===== src/include/cdb_defs.svh =====
`ifndef CDB_DEFS_SVH
`define CDB_DEFS_SVH

// result path sizing

`define CDB_FU_COUNT 4          // alu0, alu1, lsu, mdu
`define CDB_LANE_COUNT 2        // broadcasts per cycle

// physical register file
`define CDB_PREG_COUNT 64
`define CDB_PREG_WIDTH 6

`define CDB_WORD_WIDTH 32       // result data

// per-unit result buffering
`define CDB_RESULT_FIFO_DEPTH 2

`endif


===== src/hdl/cdb_pkg.sv =====
`include "cdb_defs.svh"

package cdb_pkg;

    // one result word
    typedef logic [`CDB_WORD_WIDTH-1:0] word_t;

    typedef logic [`CDB_PREG_WIDTH-1:0] preg_id_t; // physical register number

    // unit index, wraps naturally over the unit count
    typedef logic [$clog2(`CDB_FU_COUNT)-1:0] fu_idx_t;

    // what a unit hands to the CDB and what a lane carries
    typedef struct packed {
        preg_id_t rob_id;   // destination tag
        word_t    w_data;
        logic     w_reg;    // result writes a register
    } cdb_info_t;

endpackage


===== src/hdl/result_fifo.sv =====
`timescale 1ns/10ps
`include "cdb_defs.svh"

module result_fifo #(
    parameter int DEPTH = `CDB_RESULT_FIFO_DEPTH
) (
    input  logic               clk,
    input  logic               rst_i,
    input  logic               flush_i,
    input  logic               push_valid_i,
    input  cdb_pkg::cdb_info_t push_data_i,
    output logic               push_ready_o,
    input  logic               pop_i,
    output logic               head_valid_o,
    output cdb_pkg::cdb_info_t head_o
);

    localparam int PTR_W = (DEPTH > 1) ? $clog2(DEPTH) : 1;
    localparam int CNT_W = $clog2(DEPTH + 1);

    cdb_pkg::cdb_info_t mem [DEPTH];
    logic [PTR_W-1:0]   rd_ptr;
    logic [PTR_W-1:0]   wr_ptr;
    logic [CNT_W-1:0]   count;
    logic               push_fire;

    // circular increment, depth need not be a power of two
    function automatic logic [PTR_W-1:0] ptr_inc(input logic [PTR_W-1:0] ptr);
        ptr_inc = (ptr == PTR_W'(DEPTH - 1)) ? '0 : ptr + 1'b1;
    endfunction

    assign push_ready_o = (count != CNT_W'(DEPTH)); // low only when full
    assign push_fire    = push_valid_i && push_ready_o;
    assign head_valid_o = (count != '0);
    assign head_o       = mem[rd_ptr];

    always_ff @(posedge clk) begin
        if (rst_i || flush_i) begin
            rd_ptr <= '0;
            wr_ptr <= '0;
            count  <= '0;
        end else begin
            if (push_fire) begin
                wr_ptr <= ptr_inc(wr_ptr);
            end
            if (pop_i) begin
                rd_ptr <= ptr_inc(rd_ptr); // arbiter only pops a valid head
            end
            case ({push_fire, pop_i})
                2'b10:   count <= count + 1'b1;
                2'b01:   count <= count - 1'b1;
                default: count <= count; // none, or push and pop together
            endcase
        end
    end

    // storage
    always_ff @(posedge clk) begin
        if (push_fire) begin
            mem[wr_ptr] <= push_data_i;
        end
    end

endmodule


===== src/hdl/cdb_arbiter.sv =====
`timescale 1ns/10ps
`include "cdb_defs.svh"

module cdb_arbiter (
    input  logic                                      clk,
    input  logic                                      rst_i,
    input  logic                                      flush_i,
    input  logic [`CDB_FU_COUNT-1:0]                  head_valid_i,
    input  cdb_pkg::cdb_info_t [`CDB_FU_COUNT-1:0]    head_i,
    output logic [`CDB_FU_COUNT-1:0]                  pop_o,
    output logic [`CDB_LANE_COUNT-1:0]                cdb_valid_o,
    output cdb_pkg::cdb_info_t [`CDB_LANE_COUNT-1:0]  cdb_o
);

    cdb_pkg::fu_idx_t rr_ptr;   // first unit considered this cycle
    cdb_pkg::fu_idx_t ptr_nxt;
    cdb_pkg::fu_idx_t cand;
    int               grant_cnt; // lanes filled so far

    logic [`CDB_LANE_COUNT-1:0]               lane_valid;
    cdb_pkg::cdb_info_t [`CDB_LANE_COUNT-1:0] lane_data;

    // walk the units from the pointer, wrapping, and fill lanes in order
    always_comb begin
        pop_o      = '0;
        lane_valid = '0;
        lane_data  = '0;
        grant_cnt  = 0;
        ptr_nxt    = rr_ptr; // pointer stays when nothing granted
        cand       = rr_ptr;
        for (int k = 0; k < `CDB_FU_COUNT; k++) begin
            cand = rr_ptr + cdb_pkg::fu_idx_t'(k); // wraps in the index width
            if (head_valid_i[cand] && (grant_cnt < `CDB_LANE_COUNT)) begin
                pop_o[cand]           = 1'b1;
                lane_valid[grant_cnt] = 1'b1;  // lane 0 always taken first
                lane_data[grant_cnt]  = head_i[cand];
                grant_cnt             = grant_cnt + 1;
                ptr_nxt               = cand + 1'b1; // one past last grant
            end
        end
    end

    // control state
    always_ff @(posedge clk) begin
        if (rst_i || flush_i) begin
            rr_ptr      <= '0;
            cdb_valid_o <= '0; // flushed results never reach the bus
        end else begin
            rr_ptr      <= ptr_nxt;
            cdb_valid_o <= lane_valid;
        end
    end

    // lane payload
    always_ff @(posedge clk) begin
        cdb_o <= lane_data;
    end

endmodule


===== src/hdl/preg_ready_table.sv =====
`timescale 1ns/10ps
`include "cdb_defs.svh"

module preg_ready_table #(
    parameter int QUERY_COUNT = 2
) (
    input  logic                                      clk,
    input  logic                                      rst_i,
    input  logic                                      flush_i,
    input  logic                                      alloc_valid_i,
    input  cdb_pkg::preg_id_t                         alloc_preg_i,
    input  logic [`CDB_LANE_COUNT-1:0]                cdb_valid_i,
    input  cdb_pkg::cdb_info_t [`CDB_LANE_COUNT-1:0]  cdb_i,
    input  cdb_pkg::preg_id_t [QUERY_COUNT-1:0]       query_preg_i,
    output logic [QUERY_COUNT-1:0]                    query_ready_o
);

    logic [`CDB_PREG_COUNT-1:0] busy_q; // one bit per physical register
    logic [`CDB_PREG_COUNT-1:0] busy_d;

    always_comb begin
        busy_d = busy_q;
        // wakeup from the bus
        for (int l = 0; l < `CDB_LANE_COUNT; l++) begin
            if (cdb_valid_i[l] && cdb_i[l].w_reg) begin
                busy_d[cdb_i[l].rob_id] = 1'b0;
            end
        end
        // applied last so a same-cycle collision leaves it busy
        if (alloc_valid_i) begin
            busy_d[alloc_preg_i] = 1'b1;
        end
    end

    always_ff @(posedge clk) begin
        if (rst_i || flush_i) begin
            busy_q <= '0; // everything ready
        end else begin
            busy_q <= busy_d;
        end
    end

    // zero-cycle read of the stored bits
    always_comb begin
        for (int q = 0; q < QUERY_COUNT; q++) begin
            query_ready_o[q] = ~busy_q[query_preg_i[q]];
        end
    end

endmodule


===== src/hdl/cdb_top.sv =====
`timescale 1ns/10ps
`include "cdb_defs.svh"

module cdb_top (
    input  logic                                      clk,
    input  logic                                      rst_i,
    input  logic                                      flush_i,
    input  logic [`CDB_FU_COUNT-1:0]                  fu_valid_i,
    input  cdb_pkg::cdb_info_t [`CDB_FU_COUNT-1:0]    fu_result_i,
    output logic [`CDB_FU_COUNT-1:0]                  fu_ready_o,
    output logic [`CDB_LANE_COUNT-1:0]                cdb_valid_o,
    output cdb_pkg::cdb_info_t [`CDB_LANE_COUNT-1:0]  cdb_o,
    input  logic                                      alloc_valid_i,
    input  cdb_pkg::preg_id_t                         alloc_preg_i,
    input  cdb_pkg::preg_id_t [1:0]                   query_preg_i,
    output logic [1:0]                                query_ready_o
);

    localparam int QUERY_COUNT = 2; // dispatch source operand ports

    logic [`CDB_FU_COUNT-1:0]               head_valid;
    cdb_pkg::cdb_info_t [`CDB_FU_COUNT-1:0] head;
    logic [`CDB_FU_COUNT-1:0]               pop;

    // one result buffer per unit: alu0, alu1, lsu, mdu
    for (genvar i = 0; i < `CDB_FU_COUNT; i++) begin : g_fu_fifo
        result_fifo u_result_fifo (
            .clk          (clk),
            .rst_i        (rst_i),
            .flush_i      (flush_i),
            .push_valid_i (fu_valid_i[i]),
            .push_data_i  (fu_result_i[i]),
            .push_ready_o (fu_ready_o[i]),
            .pop_i        (pop[i]),
            .head_valid_o (head_valid[i]),
            .head_o       (head[i])
        );
    end

    cdb_arbiter u_cdb_arbiter (
        .clk          (clk),
        .rst_i        (rst_i),
        .flush_i      (flush_i),
        .head_valid_i (head_valid),
        .head_i       (head),
        .pop_o        (pop),
        .cdb_valid_o  (cdb_valid_o),
        .cdb_o        (cdb_o)
    );

    // wakeup straight from the registered lanes
    preg_ready_table #(
        .QUERY_COUNT (QUERY_COUNT)
    ) u_preg_ready_table (
        .clk           (clk),
        .rst_i         (rst_i),
        .flush_i       (flush_i),
        .alloc_valid_i (alloc_valid_i),
        .alloc_preg_i  (alloc_preg_i),
        .cdb_valid_i   (cdb_valid_o),
        .cdb_i         (cdb_o),
        .query_preg_i  (query_preg_i),
        .query_ready_o (query_ready_o)
    );

endmodule


===== config.mk =====
export PLATFORM = sky130hd
export DESIGN_NAME = cdb_top
export DESIGN_NICKNAME = d
export VERILOG_FILES = /design/src/hdl/cdb_pkg.sv /design/src/hdl/result_fifo.sv /design/src/hdl/cdb_arbiter.sv /design/src/hdl/preg_ready_table.sv /design/src/hdl/cdb_top.sv
export VERILOG_INCLUDE_DIRS = /design/src /design/src/include
export SDC_FILE = /design/constraint.sdc
export NUM_CORES = 1
export LEC_CHECK = 0
export BUFFER_PORTS_ARGS = -buffer_cell sky130_fd_sc_hd__buf_2
export CELL_PAD_IN_SITES_DETAIL_PLACEMENT = 0
export CELL_PAD_IN_SITES_GLOBAL_PLACEMENT = 1
export CORE_ASPECT_RATIO = 0.5
export CORE_MARGIN = 2
export CORE_UTILIZATION = 49
export CTS_CLUSTER_DIAMETER = 120
export CTS_CLUSTER_SIZE = 8
export DETAILED_ROUTE_END_ITERATION = 16
export PLACE_DENSITY = 0.88
export SKIP_CTS_REPAIR_TIMING = 1
export SLEW_MARGIN = 10
export SYNTH_ARGS = -nofsm -noshare
export SYNTH_HDL_FRONTEND = slang
export SYNTH_SLANG_ARGS = --single-unit

===== constraint.sdc =====
create_clock -name clk -period 6 [get_ports clk]
set_clock_uncertainty 0.2 [all_clocks]
set_input_delay 1.2 -clock clk [delete_from_list [all_inputs] [get_ports clk]]
set_output_delay 1.2 -clock clk [all_outputs]
set_load 0.02 [all_outputs]

==> out/metrics.yaml, run 1 <==
core_area_mm2: 0.0490
crit_fanout: 43
ir_worst_vdd_uv: 557
critical_path_class: "flop to flop"
path_clk_slew_ns: 0.05
portBuffers: 267
die_x_um: 321
stdcell_count: 2761
drtPass1Iterations: 6
postRouteAntennaNets: 0
htreeDepth: 3
syn_nets: 2027
root_buffer: "clkbuf_16"
grt_setup_unrepaired: "false"
p_leak_nw: 9.67
fmax_mhz: 197
yosys_warnings: 0
drv_slew: 0
max_stage_delay_ns: 0.89
critPathLaunchType: "flop"
synth_edf_count: 312
vias: 17700
slew_headroom_pct: 10.9
start_util_pct: 50.1
setup_violations: 0
die_h_um: 162
gp_congestion: 0.865
status: "finished, final reports clean"
crit_family: "adder cells"
ys.flop_type: "edfxtp_1"
grt_start_max_net_pins: 79
crit_chain: "clkinv_2 > ha_4 > mux4_2 > ha_1 > nor2_1 > inv_1 > fa_1 > nand2_1 > nor2_4 > buf_4 > nor2_1 > a211oi_1"
ys_seq_elements: 478
grt_pass1_wl_um: 106000
setup-tns-final_ns: 0
nNetsFinal: 2250
hold_class: "flop to flop"
ioPinCount: 268
avgSynthCellArea_um2: 13.4
cp.required_ns: 6.27
regArea_mm2: 0.0127
worst_pin_slew_ns: 1.33
dpl.hpwl_um: 44300
syn_inst: 1829
synth-async-reset-ratio_pct: 0
yosysSeqAreaShare_pct: 51.7
grt_usage_pct: 27.0
cts_buffers: 69
fin_crit_ns: 5.09
rrSetupSlack_ns: 0.91
drive_gt1_share_pct: 30.8
fp.dieArea_mm2: 0.0521
finalWorstSetupSlack_ns: 0.913
num-fill-cells: 3920
finalCritPeriodShare_pct: 84.8
cts_tree: "yes"
multi_input_area_mm2: 0.0110
syn_area_mm2: 0.0246
cts_buffer_depth: 3
critPathBufInv: 3
dpl_cell_area_mm2: 0.0263
critPathArrivalTime_ns: 5.36
final_common_cell: "edfxtp_1"
design_area_mm2: 0.0284
hold_viol: 0
maxCapViolCount: 0
mostFrequentLayoutCells: "edfxtp_1, buf_2, mux2i_1, dfxtp_1, nor2_1"
grt_antenna_before_repair: 11
drc: 0
cp-end-kind: "flop"
grt_pass1_vias: 17600
crit_path_top_delay_cell: "dfxtp_4"
clock_latency_ns: 0.60
synth_cell_types: 57
dp.cells: 2630
drt-total-wl_um: 71400
dr.first_iter.drc_count: 1932
core.rowCount: 57
critPathMostFrequentCell: "nor2_1"
fin_hold_ws_ns: 0.285
synthToLayoutAreaGrowth_pct: 15.7
viasPerCell: 6.43
pre_cts_ws_ns: 1.08
gr-total-overflow: 0
avgRoutedWirePerCell_um: 25.9
powerDensity_mw_per_mm2: 526
cts_sinks: 478
-- state kept, by name, summed over array words and instances (netlist names), named ones only --
signal,flops
u_cdb_arbiter.cdb_valid_o,2
u_cdb_arbiter.cdb_o,78
u_preg_ready_table.busy_q,64
g_fu_fifo.u_result_fifo.count,8
g_fu_fifo.u_result_fifo.rd_ptr,4
g_fu_fifo.u_result_fifo.wr_ptr,4
g_fu_fifo.u_result_fifo.mem,312
u_cdb_arbiter.rr_ptr,2
-- metrics by stage --
stage	utilization (%)	total power (W)
final	58.0	0.0150
after detailed placement	53.8	0.0112
after floorplan	-	0.00954
after CTS	58.0	0.0149
after global routing	58.0	0.0156
after global placement	53.8	0.0110
-- power breakdown --
part / total (W) / internal (W) / switching (W)
registers: 0.00434 / 0.00399 / 0.000349
clock network: 0.00369 / 0.00223 / 0.00146
logic: 0.00694 / 0.00290 / 0.00404
total: 0.0150 / 0.00912 / 0.00585
-- layout make-up --
| cell class | count | area share (%) |
|---|---|---|
| antenna | 8 | 0.0704 |
| multi-input combinational | 1150 | 38.8 |
| inverter | 50 | 0.669 |
| timing repair buffer | 303 | 5.65 |
| clock buffer | 118 | 6.91 |
| sequential | 478 | 44.7 |
| clock inverter | 5 | 0.335 |
| tap | 649 | 2.86 |
-- cell usage after synthesis (22+ instances only) --
cell,count,area [um^2]
mux2i_1,251,2510
a22oi_1,127,953
a21oi_1,28,140
dfxtp_1,166,3320
a211oi_1,41,308
nor4_1,39,244
clkbuf_1,69,259
nand2_1,22,82.6
inv_1,47,176
nor2_1,158,593
edfxtp_1,312,9370
mux2_2,45,507
mux4_2,151,3400
nor3_1,93,465
buf_2,48,240
-- worst register-to-register path: cells and delay by family (launching register included) --
kind | cells | cell delay, ns
fa+ha+maj | 3 | 1.11
simple gates | 4 | 0.99
flops | 1 | 0.89
buf+inv | 3 | 0.85
mux | 1 | 0.60
compound gates | 1 | 0.33
-- worst paths after layout --
| check | from | endpoint | cells past startpoint |
|---|---|---|---|
| min reg2reg | g_fu_fifo[1].u_result_fifo.rd_ptr | g_fu_fifo[1].u_result_fifo.rd_ptr | 2 |
| min | g_fu_fifo[1].u_result_fifo.rd_ptr | g_fu_fifo[1].u_result_fifo.rd_ptr | 2 |
| max reg2reg | u_cdb_arbiter.rr_ptr[1] | u_cdb_arbiter.cdb_o[38] | 12 |
| max | u_cdb_arbiter.rr_ptr[1] | u_cdb_arbiter.cdb_o[38] | 12 |
-- cell families after synthesis --
| family | synth area share, % |
|---|---|
| adder cells (fa/ha/maj) | 0.845 |
| AO/OA/AOI/OAI | 9.75 |
| XOR/XNOR | 0.428 |
| flip-flops | 51.7 |
| buffers and inverters | 3.73 |
| multiplexers | 26.1 |
| AND/OR/NAND/NOR | 7.46 |
-- routing by layer --
layer | vias up | track usage, % | wire (um) | part of all wire (%)
met1 | 8775 | 34.0 | 27100 | 38
li1 | 7751 | - | - | -
met3 | 177 | 5.86 | 6710 | 9.4
met2 | 1036 | 45.8 | 35300 | 49
met5 | - | 0 | 11 | 0.015
met4 | 2 | 10.9 | 2310 | 3.2
No activity file was read; power rests on OpenSTA's default activity.
==> run 2: changes to the inputs <==
Clock period 6 ns to 5.1 ns, I/O delays scaled along.
==> run 2 against run 1 <==
  * Clock power rose by 18%
  * Clock-buffer cell count shrank 4
  * Combinational power rose by 18%
  * Largest cell class unchanged
  * Largest power group unchanged
==> out/metrics.yaml, run 2 (synthesis results as in run 1) <==
status: "finished, final reports clean"
grt_setup_unrepaired: "false"
start_util_pct: 50.1  # unchanged
stdcell_count: 2757  # -0.14%
drtPass1Iterations: 5  # -1
die_x_um: 321  # unchanged
htreeDepth: 3  # unchanged
ir_worst_vdd_uv: 543  # -2.6%
highest_layer: "met4"
wl_met3_um: 6100  # -9.1%
path_clk_slew_ns: 0.05  # about the same
synthToLayoutAreaGrowth_pct: 15.8  # about the same
cts_buffers: 69  # unchanged
avgRoutedWirePerCell_um: 25.8  # -0.31%
pre_cts_ws_ns: 0.368  # -0.713 ns
dpl.hpwl_um: 44800  # +1.1%
core.rowCount: 57  # unchanged
drv_slew: 0  # unchanged
fin_hold_ws_ns: 0.276  # -0.00854 ns
fin_crit_ns: 4.70  # -0.389 ns
portBuffers: 267  # unchanged
cts_sinks: 478  # unchanged
cp-end-kind: "flop"
wl_met1_um: 27800  # +2.5%
gr-total-overflow: 0  # unchanged
drc: 0  # unchanged
slew_headroom_pct: 3.73  # -7.2 points
die_h_um: 162  # unchanged
grt_pass1_vias: 17600  # -0.091%
setup-tns-final_ns: 0  # unchanged
crit_fanout: 41  # -4.7%
drt-total-wl_um: 71100  # -0.46%
setup_violations: 0  # unchanged
core_area_mm2: 0.0490  # unchanged
cts_buffer_depth: 3  # unchanged
viasPerCell: 6.43  # about the same
postRouteAntennaNets: 0  # unchanged
ioPinCount: 268  # unchanged
powerDensity_mw_per_mm2: 619  # +18%
met2_length_um: 34500  # -2.1%
maxCapViolCount: 0  # unchanged
critPathArrivalTime_ns: 5.00  # -0.36 ns
final_common_cell: "edfxtp_1"
grt_usage_pct: 27.1  # +0.12 points
grt_pass1_wl_um: 106000  # +0.23%
fmax_mhz: 213  # +8.3%
cp.required_ns: 5.40  # -0.87 ns
finalCritPeriodShare_pct: 92.1  # +7.3 points
clock_latency_ns: 0.59  # about the same
mostFrequentLayoutCells: "edfxtp_1, buf_2, mux2i_1, dfxtp_1, nor2_1"
worst_pin_slew_ns: 1.44  # +0.115 ns
cts_tree: "yes"
hold_viol: 0  # unchanged
largest_register_ffs: 312  # unchanged
drive_gt1_share_pct: 30.8  # +0.059 points
nNetsFinal: 2250  # unchanged
top_regs: "g_fu_fifo.u_result_fifo.mem x312, u_cdb_arbiter.cdb_o x78, u_preg_ready_table.busy_q x64"
grt_start_max_net_pins: 128  # +62%
gp_congestion: 0.871  # +0.75%
vias: 17700  # -0.085%
fp.dieArea_mm2: 0.0521  # unchanged
grt_antenna_before_repair: 8  # -3
hold_class: "flop to flop"
finalWorstSetupSlack_ns: 0.402  # -0.511 ns
num-fill-cells: 3896  # -0.61%
critPathLaunchType: "flop"
largest_register: "g_fu_fifo.u_result_fifo.mem"
dr.first_iter.drc_count: 1835  # -5.0%
p_leak_nw: 9.67  # about the same
critical_path_class: "flop to flop"
dp.cells: 2630  # unchanged
root_buffer: "clkbuf_16"
==> run 2: cell count changes in the layout (fill, tap and decap cells not counted), sizes merged <==
| cell | previous run | this run |
|---|---|---|
| clkbuf | 118 | 114 |
==> run 2: per-layer routing <==
layer | global-route usage (%) | vias to the layer above
met5 | 0 | -
met4 | 12.5 | 0
li1 | - | 7747
met3 | 6.01 | 179
met2 | 44.1 | 903
met1 | 35.0 | 8897
==> run 2: path summary, 6_finish.rpt <==
path                                     start                                   to  slack (ns)  cells after the start
min          g_fu_fifo[1].u_result_fifo.rd_ptr                                 flop        0.28                      2
min reg2reg  g_fu_fifo[1].u_result_fifo.rd_ptr                                 flop        0.28                      2
max reg2reg            u_cdb_arbiter.rr_ptr[1]  g_fu_fifo[1].u_result_fifo.count[1]        0.40                     10
max                    u_cdb_arbiter.rr_ptr[1]  g_fu_fifo[1].u_result_fifo.count[1]        0.40                     10
==> run 2: metrics by stage <==
stage | util (%) | total power (W) | cell area, um^2
3_5_place_dp | 53.9 | 0.0132 | 26400
2_1_floorplan | - | 0.0112 | 24600
6_report | 58.1 | 0.0176 | 28500
4_1_cts | 58.0 | 0.0175 | 28400
5_1_grt | 58.1 | 0.0184 | 28500
3_3_place_gp | 53.9 | 0.0130 | 26400
==> run 2: worst max-delay path, stage by stage, from the launching register on <==
cell	delay, ns
dfxtp_4	0.34
clkinv_2	0.08
ha_4	0.28
buf_4	0.73
clkinv_2	0.73
mux4_2	0.67
and2_1	0.26
a221o_1	0.44
ha_1	0.33
or3_1	0.38
a21oi_1	0.15
==> run 2: cell type report <==
cell class	instances	area (um^2)	share of cell area [%]
flip-flops and latches	478	12700	44.7
clock inverters	5	97.6	0.343
repair buffers	303	1640	5.78
multi-input cells	1150	11000	38.8
clock buffers	114	1950	6.85
well taps	649	812	2.85
diodes	8	20.0	0.0704
inverters	50	190	0.668
==> run 2: power breakdown <==
part / switching, W / internal (W)
Sequential: 0.000379 / 0.00469
Clock: 0.00173 / 0.00261
Combinational: 0.00476 / 0.00344
